$ cat src/aq32_consts.svh
`ifndef AQ32_CONSTS_SVH
`define AQ32_CONSTS_SVH

//////////////////////////////////////////////////
// CPU register page
//////////////////////////////////////////////////

// Address bits 31..12 of the register page
`define AQ_REGS_PAGE        20'h00002

// Word offsets, address bits 7..2
`define AQ_REG_VCTRL        6'd2     // 0x02008
`define AQ_REG_VSCRX        6'd3     // 0x0200C
`define AQ_REG_VSCRY        6'd4     // 0x02010
`define AQ_REG_VIRQLINE     6'd6     // 0x02018
`define AQ_REG_KEYBUF       6'd7     // 0x0201C

//////////////////////////////////////////////////
// Core specific SPI messages
//////////////////////////////////////////////////

`define AQ_CMD_KEYS         8'h10    // Load keyboard matrix
`define AQ_CMD_KBBUF        8'h11    // One keycode into the buffer

//////////////////////////////////////////////////
// Widths and sizes
//////////////////////////////////////////////////

`define AQ_KEYCODE_W        16
`define AQ_KEYS_W           64
`define AQ_SPI_DATA_W       64
`define AQ_VSCRX_W          9
`define AQ_VSCRY_W          8
`define AQ_VIRQLINE_W       8

// Keyboard buffer entries
`define AQ_KBBUF_DEPTH      16

`endif

$ cat src/aq32_pkg.sv
`include "aq32_consts.svh"

package aq32_pkg;

    // Single cycle request on the CPU bus
    typedef struct packed {
        logic [31:0] addr;
        logic [31:0] wrdata;
        logic        wren;
        logic        strobe;
    } cpu_bus_t;

    // Core specific message from the SPI slave
    typedef struct packed {
        logic                      msg_end;   // Message complete, one cycle
        logic [7:0]                cmd;
        logic [`AQ_SPI_DATA_W-1:0] rxdata;
    } spi_msg_t;

    typedef logic [`AQ_KEYCODE_W-1:0] keycode_t;

    // Bit order matches the vctrl register layout
    typedef struct packed {
        logic       tram_page;
        logic       cols80;
        logic       border_remap;
        logic       text_priority;
        logic       sprites_enable;
        logic [1:0] gfx_mode;
        logic       text_enable;
    } vctrl_t;

    typedef struct packed {
        vctrl_t                    vctrl;
        logic [`AQ_VSCRX_W-1:0]    vscrx;
        logic [`AQ_VSCRY_W-1:0]    vscry;
        logic [`AQ_VIRQLINE_W-1:0] virqline;
    } video_ctrl_t;

endpackage

$ cat src/aq32_periph_top.sv
`include "aq32_consts.svh"

module aq32_periph_top
    import aq32_pkg::*;
(
    input  logic                  clk,
    input  logic                  reset,

    input  cpu_bus_t              cpu_bus,
    output logic [31:0]           cpu_rddata,

    input  spi_msg_t              spi_msg,
    output logic                  kb_busy,     // SPI side holds off keycodes
    output logic [`AQ_KEYS_W-1:0] keys,
    output video_ctrl_t           video_ctrl
);

    logic     kb_req;
    keycode_t kb_data;
    logic     kb_ack;
    keycode_t kb_head;
    logic     kb_empty;
    logic     kb_pop;
    logic     kb_clear;

    //////////////////////////////////////////////////
    // SPI message receiver
    //////////////////////////////////////////////////
    kb_msg_receiver msg_receiver (
        .clk     (clk),
        .reset   (reset),
        .spi_msg (spi_msg),
        .keys    (keys),
        .kb_req  (kb_req),
        .kb_data (kb_data),
        .kb_ack  (kb_ack),
        .kb_busy (kb_busy)
    );

    //////////////////////////////////////////////////
    // Keyboard buffer
    //////////////////////////////////////////////////
    kb_fifo #(
        .payload_t (keycode_t),
        .depth     (`AQ_KBBUF_DEPTH)
    ) kbbuf (
        .clk     (clk),
        .reset   (reset),
        .req     (kb_req),
        .wr_data (kb_data),
        .ack     (kb_ack),
        .head    (kb_head),
        .empty   (kb_empty),
        .pop     (kb_pop),
        .clear   (kb_clear)
    );

    //////////////////////////////////////////////////
    // CPU registers
    //////////////////////////////////////////////////
    cpu_regs regs (
        .clk        (clk),
        .reset      (reset),
        .cpu_bus    (cpu_bus),
        .rddata     (cpu_rddata),
        .video_ctrl (video_ctrl),
        .kb_head    (kb_head),
        .kb_empty   (kb_empty),
        .kb_pop     (kb_pop),
        .kb_clear   (kb_clear)
    );

endmodule

$ cat src/cpu_regs.sv
`include "aq32_consts.svh"

module cpu_regs
    import aq32_pkg::*;
(
    input  logic        clk,
    input  logic        reset,

    // CPU bus
    input  cpu_bus_t    cpu_bus,
    output logic [31:0] rddata,

    output video_ctrl_t video_ctrl,

    // Keyboard buffer read side
    input  keycode_t    kb_head,
    input  logic        kb_empty,
    output logic        kb_pop,
    output logic        kb_clear
);

    logic       regs_strobe;
    logic [5:0] reg_offset;
    logic       sel_vctrl;
    logic       sel_vscrx;
    logic       sel_vscry;
    logic       sel_virqline;
    logic       sel_keybuf;

    //////////////////////////////////////////////////
    // Address decode
    //////////////////////////////////////////////////
    assign regs_strobe = cpu_bus.strobe && (cpu_bus.addr[31:12] == `AQ_REGS_PAGE);
    assign reg_offset  = cpu_bus.addr[7:2];

    assign sel_vctrl    = regs_strobe && (reg_offset == `AQ_REG_VCTRL);
    assign sel_vscrx    = regs_strobe && (reg_offset == `AQ_REG_VSCRX);
    assign sel_vscry    = regs_strobe && (reg_offset == `AQ_REG_VSCRY);
    assign sel_virqline = regs_strobe && (reg_offset == `AQ_REG_VIRQLINE);
    assign sel_keybuf   = regs_strobe && (reg_offset == `AQ_REG_KEYBUF);

    //////////////////////////////////////////////////
    // Read mux
    //////////////////////////////////////////////////
    always_comb begin
        rddata = '0;    // Unused offsets and other pages
        if (sel_vctrl)
            rddata = {24'b0, video_ctrl.vctrl};
        if (sel_vscrx)
            rddata = {{(32 - `AQ_VSCRX_W){1'b0}}, video_ctrl.vscrx};
        if (sel_vscry)
            rddata = {{(32 - `AQ_VSCRY_W){1'b0}}, video_ctrl.vscry};
        if (sel_virqline)
            rddata = {{(32 - `AQ_VIRQLINE_W){1'b0}}, video_ctrl.virqline};
        if (sel_keybuf)
            rddata = {kb_empty, 15'b0, kb_head};
    end

    // Read pops the head, write flushes the buffer
    assign kb_pop   = sel_keybuf && !cpu_bus.wren && !kb_empty;
    assign kb_clear = sel_keybuf && cpu_bus.wren;

    //////////////////////////////////////////////////
    // Video control registers
    //////////////////////////////////////////////////
    always_ff @(posedge clk or posedge reset) begin
        if (reset) begin
            video_ctrl <= '0;
        end else if (cpu_bus.wren) begin
            if (sel_vctrl)
                video_ctrl.vctrl <= vctrl_t'(cpu_bus.wrdata[7:0]);
            if (sel_vscrx)
                video_ctrl.vscrx <= cpu_bus.wrdata[`AQ_VSCRX_W-1:0];
            if (sel_vscry)
                video_ctrl.vscry <= cpu_bus.wrdata[`AQ_VSCRY_W-1:0];
            // Own select for virqline
            if (sel_virqline)
                video_ctrl.virqline <= cpu_bus.wrdata[`AQ_VIRQLINE_W-1:0];
        end
    end

    a_pop_clear_excl: assert property (
        @(posedge clk) disable iff (reset) !(kb_pop && kb_clear)
    );

endmodule

$ cat src/kb_fifo.sv
`include "aq32_consts.svh"

module kb_fifo
    import aq32_pkg::*;
#(
    parameter type payload_t = keycode_t,
    parameter int  depth     = `AQ_KBBUF_DEPTH
) (
    input  logic     clk,
    input  logic     reset,

    // Write side, four-phase handshake
    input  logic     req,
    input  payload_t wr_data,
    output logic     ack,

    // Read side
    output payload_t head,
    output logic     empty,
    input  logic     pop,
    input  logic     clear
);

    localparam int ptr_w = (depth > 1) ? $clog2(depth) : 1;
    localparam int cnt_w = $clog2(depth + 1);

    payload_t         mem [depth];
    logic [ptr_w-1:0] wr_ptr;
    logic [ptr_w-1:0] rd_ptr;
    logic [cnt_w-1:0] count;
    logic             full;
    logic             push;
    logic             do_pop;

    // Wraps at depth, which need not be a power of two
    function automatic logic [ptr_w-1:0] next_ptr(input logic [ptr_w-1:0] ptr);
        return (ptr == ptr_w'(depth - 1)) ? '0 : ptr + 1'b1;
    endfunction

    assign empty  = (count == '0);
    assign full   = (count == cnt_w'(depth));
    assign push   = req && !ack && !full;    // Full holds ack low
    assign do_pop = pop && !empty;
    assign head   = mem[rd_ptr];

    always_ff @(posedge clk or posedge reset) begin
        if (reset) begin
            ack    <= 1'b0;
            wr_ptr <= '0;
            rd_ptr <= '0;
            count  <= '0;
        end else begin
            if (push)
                ack <= 1'b1;
            else if (ack && !req)
                ack <= 1'b0;

            if (clear) begin
                wr_ptr <= '0;
                rd_ptr <= '0;
                count  <= '0;
            end else begin
                if (push)   wr_ptr <= next_ptr(wr_ptr);
                if (do_pop) rd_ptr <= next_ptr(rd_ptr);
                case ({push, do_pop})
                    2'b10:   count <= count + 1'b1;
                    2'b01:   count <= count - 1'b1;
                    default: count <= count;
                endcase
            end
        end
    end

    // Storage, word lands on the edge that raises ack
    always_ff @(posedge clk) begin
        if (push) begin
            mem[wr_ptr] <= wr_data;
        end
    end

    a_no_pop_empty: assert property (
        @(posedge clk) disable iff (reset) pop |-> !empty
    );

    a_count_bound: assert property (
        @(posedge clk) disable iff (reset) count <= cnt_w'(depth)
    );

endmodule

$ cat src/kb_msg_receiver.sv
`include "aq32_consts.svh"

module kb_msg_receiver
    import aq32_pkg::*;
(
    input  logic                  clk,
    input  logic                  reset,

    input  spi_msg_t              spi_msg,
    output logic [`AQ_KEYS_W-1:0] keys,

    // Keycode handshake towards the buffer
    output logic                  kb_req,
    output keycode_t              kb_data,
    input  logic                  kb_ack,
    output logic                  kb_busy
);

    typedef enum logic [1:0] {
        S_IDLE,
        S_REQ,          // req high, waiting for ack
        S_RELEASE       // req low, waiting for ack to drop
    } hs_state_t;

    hs_state_t state;
    logic      keys_msg;
    logic      kbbuf_msg;
    logic      kbbuf_start;

    assign keys_msg    = spi_msg.msg_end && (spi_msg.cmd == `AQ_CMD_KEYS);
    assign kbbuf_msg   = spi_msg.msg_end && (spi_msg.cmd == `AQ_CMD_KBBUF);
    assign kbbuf_start = kbbuf_msg && (state == S_IDLE);   // Dropped when busy

    //////////////////////////////////////////////////
    // Keyboard matrix
    //////////////////////////////////////////////////
    always_ff @(posedge clk or posedge reset) begin
        if (reset) begin
            keys <= '0;
        end else if (keys_msg) begin
            keys <= spi_msg.rxdata[`AQ_KEYS_W-1:0];
        end
    end

    //////////////////////////////////////////////////
    // Four-phase handshake
    //////////////////////////////////////////////////
    always_ff @(posedge clk or posedge reset) begin
        if (reset) begin
            state <= S_IDLE;
        end else begin
            case (state)
                S_IDLE:    if (kbbuf_start) state <= S_REQ;
                S_REQ:     if (kb_ack) state <= S_RELEASE;
                S_RELEASE: if (!kb_ack) state <= S_IDLE;
                default:   state <= S_IDLE;
            endcase
        end
    end

    // Held from capture until the next message is accepted
    always_ff @(posedge clk) begin
        if (kbbuf_start) begin
            kb_data <= keycode_t'(spi_msg.rxdata[`AQ_KEYCODE_W-1:0]);
        end
    end

    assign kb_req  = (state == S_REQ);
    assign kb_busy = (state != S_IDLE);    // Until ack has fallen

    // Buffer samples the word at any point while req is up
    a_data_stable: assert property (
        @(posedge clk) disable iff (reset)
        kb_req |=> (!kb_req || $stable(kb_data))
    );

endmodule

$ cat config.mk
export PLATFORM = sky130hd
export DESIGN_NAME = aq32_periph_top
export DESIGN_NICKNAME = d
export VERILOG_FILES = /design/src/aq32_pkg.sv /design/src/aq32_periph_top.sv /design/src/cpu_regs.sv /design/src/kb_fifo.sv /design/src/kb_msg_receiver.sv
export VERILOG_INCLUDE_DIRS = /design/src /design/src/src
export SDC_FILE = /design/constraint.sdc
export NUM_CORES = 1
export LEC_CHECK = 0
export ABC_AREA = 1
export BUFFER_PORTS_ARGS = -buffer_cell sky130_fd_sc_hd__buf_2
export CAP_MARGIN = 20
export CORE_MARGIN = 2
export CORE_UTILIZATION = 50
export CTS_BUF_LIST = sky130_fd_sc_hd__clkbuf_16
export DETAILED_ROUTE_END_ITERATION = 8
export GPL_TIMING_DRIVEN = 0
export MAX_ROUTING_LAYER = met4
export PLACE_DENSITY_LB_ADDON = 0.3
export SLEW_MARGIN = 20
export SYNTH_ARGS = -nofsm -noshare
export SYNTH_HDL_FRONTEND = slang
export SYNTH_SLANG_ARGS = --single-unit
$ cat constraint.sdc
create_clock -name clk -period 6.96 [get_ports clk]
set_input_delay 0.696 -clock clk [delete_from_list [all_inputs] [get_ports clk]]
set_output_delay 0.696 -clock clk [all_outputs]
set_load 0.02 [all_outputs]
==> impl_metrics.toml <==
[run_status]
status = "finished clean"

[die]
row_count = 66
die_w_um = 185
design.core.area_mm2 = 0.0324
ios = 271
dieHeight_um = 185
die_area_mm2 = 0.0341
start_util_pct = 50.4

[timing]
max_freq_ghz = 0.274
rsz0062_at_grt = "false"
drv_slew = 0
fin_crit_sh_pct = 52.5
timing.hold.ws_ns = 0.204
min_period_ns = 3.66
relSlewSlack_pct = 36.9
fin_ws_ns = 3.30
fin_tns_setup_ns = 0
finalHoldViolations = 0
worstMarginPinSlew_ns = 0.945
finalSetupViolCount = 0
fin_skew_ns = 0.0109

[route]
routed_wl_mm = 42.9
ant_nets = 0
routed_via_density = 5.40
drt-met1-wl_mm = 17.3
dr.pass1.iters = 7
route.met2.wl_mm = 20.6
route.detailed.drc = 0
wl_per_cell_um = 18.6
dr.max_layer_used = "met4"
vias = 12400
dr_wl_met3_mm = 3.78
drt-initial-drc-count = 1245

[synth]
ys_ff_latch = 385
syn_area_mm2 = 0.0163
yosys-top-cells-area = "edfxtp_1, dfrtp_1, nand2_1, o21ai_0, inv_1"
synth_seq_area_share_pct = 67.4
yosysTopAreaCellShare_pct = 50.0
yosys.area_share.simple_pct = 15.5
yosys.area_share.adder_pct = 0.613
ys_warn_count = 0
synth_xor_xnor_area_share_pct = 0.376
synth_top_family_by_area = "simple AND/OR/NAND/NOR gates"
yosys-mux-area-fraction_pct = 0
synthArstFlopShare_pct = 29.4
avgSynthCellArea_um2 = 10.6
ys_types = 40
synth_edf_count = 272
synth_compound_area_share_pct = 9.51
synth_flop_cell = "edfxtp_1"
postSynthCellCount = 1541
yosysTopAreaCell = "edfxtp_1"

[power_and_ir_drop]
vdd_drop_max_mv = 0.177
powerDensity_mw_per_mm2 = 252
cellLeakagePower_nw = 8.47
finalPower_mw = 4.95

[setup_path]
cp_max_fo = 10
rr_startpoint = "kbbuf.count[1]"
cp-end-kind = "primary output"
cp-start-kind = "flop"
cp.required_ns = 6.26
critPathLaunch = "kbbuf.rd_ptr[1]"
crit_type = "reg2out"
arrival_ns = 2.96

[final_layout]
ff_latch_area_mm2 = 0.0110
final_cell_area_mm2 = 0.0196
final_cell_count_no_fill = 2306
multi_input_area_mm2 = 0.00435
area_growth_pct = 20.2
nets = 1985
final_core_util_pct = 60.6
fillers = 2692
drive_gt1_share_pct = 20.1
n_antenna_cell = 0

[place]
place_inst = 2238
dp_hpwl_mm = 30.1
place_ws_ns = 3.20
numPortBuffers = 224
dpl-instance-area_mm2 = 0.0183
gp_congestion = 0.871

[clock_network]
cts-root-buf = "clkbuf_16"
cts_resized = 0
postCtsSetupRepairBufs = 0
clk_latency_ns = 0.54
numClockSinks = 385
cts_hold_buf = 0
cts_buffers = 38
cts.htree.levels = 2
tritoncts = "yes"
clkTransAtPathRegs_ns = 0.06
clockBufferDepth = 3

[grt]
grt_pass1_vias = 12100
antenna_found_initial = 0
grt_max_degree = 59
gr-total-overflow = 0
grt_pass1_wl_mm = 65.6
track_usage_pct = 25.9

[worst_hold_path]
min_path_type = "in2async"

[run]
drv_cap = 0
final timing paths:
path	to	slack, ns	cells past startpoint
worst max-delay path	cpu_rddata[3]	3.30	10
worst min-delay path	msg_receiver.keys[47]	0.20	2
worst max register to register	kbbuf.count[4]	4.12	13
worst min register to register	msg_receiver.state[1]	0.48	1
max in group asynchronous	regs.video_ctrl[10]	6.09	3
min in group clk	msg_receiver.kb_data[9]	0.34	1
per-layer routing:
layer | vias up | GRT usage, %
li1 | 5774 | -
met3 | 99 | 4.43
met5 | - | -
met4 | 0 | 8.06
met1 | 5945 | 34.3
met2 | 626 | 41.2
sequential cells by signal, summed over array words and instances (netlist names):
| signal | cells |
|---|---|
| kbbuf.ack | 1 |
| kbbuf.count | 5 |
| kbbuf.mem | 256 |
| kbbuf.rd_ptr | 4 |
| kbbuf.wr_ptr | 4 |
| msg_receiver.kb_data | 16 |
| msg_receiver.keys | 64 |
| msg_receiver.state | 2 |
| regs.video_ctrl | 33 |
cell type report:
cell class | count | share of cell area [%]
clock inverter | 30 | 1.74
tap | 442 | 2.82
inverter | 162 | 3.13
multi-input combinational | 912 | 22.1
buffer | 96 | 2.42
sequential | 385 | 56.0
clock buffer | 38 | 4.85
timing repair buffer | 241 | 6.88
cells in the final DEF, fill, tap and decap left out, types with 9 or more instances in the layout:
master and count:
clkbuf_16 38, buf_2 241, buf_4 19, o21ai_0 189, clkinv_2 10, nand2_1 316, buf_1 10, conb_1 15
o211ai_1 14, nand3_1 113, buf_8 9, clkbuf_1 48, edfxtp_1 272, a21oi_1 24, clkinv_1 9, dfrtp_1 113
nor2_2 15, o22ai_1 36, nor2_1 124, inv_1 157
report_power, final:
part / switching (mW) / leakage, nW / internal, mW
registers: 0.0408 / 3.89 / 2.49
clock network: 0.900 / 0.640 / 1.24
logic: 0.178 / 3.94 / 0.107
total: 1.12 / 8.47 / 3.83
critical path: stages (launching register included):
cell and delay, ns:
dfrtp_1 0.38, buf_2 0.17, inv_1 0.27, buf_1 0.48, o21ai_0 0.18, o22ai_1 0.33
nand2_1 0.09, nand3_1 0.11, nand3_1 0.12, nand2_1 0.09, buf_2 0.18
logic make-up after synthesis:
kind of cell	count (synthesis)
buf+inv	258
other cells	1
simple gates	598
flops	385
compound gates	284
xor+xnor	7
fa+ha+maj	8
synthesized netlist by cell type, types with 4 or more instances:
master     count
a21oi_1       24
a22oi_1        7
buf_1         10
buf_2         15
buf_4         19
clkbuf_1      48
dfrtp_1      113
edfxtp_1     272
ha_1           8
inv_1        157
nand2_1      316
nand2_2        4
nand3_1      113
nand4_1        7
nor2_1       140
o2111ai_1      8
o211ai_1      14
o21ai_0      189
o21ai_1        5
o22ai_1       36
xor2_1         4
(Power assumes the default switching activity.)
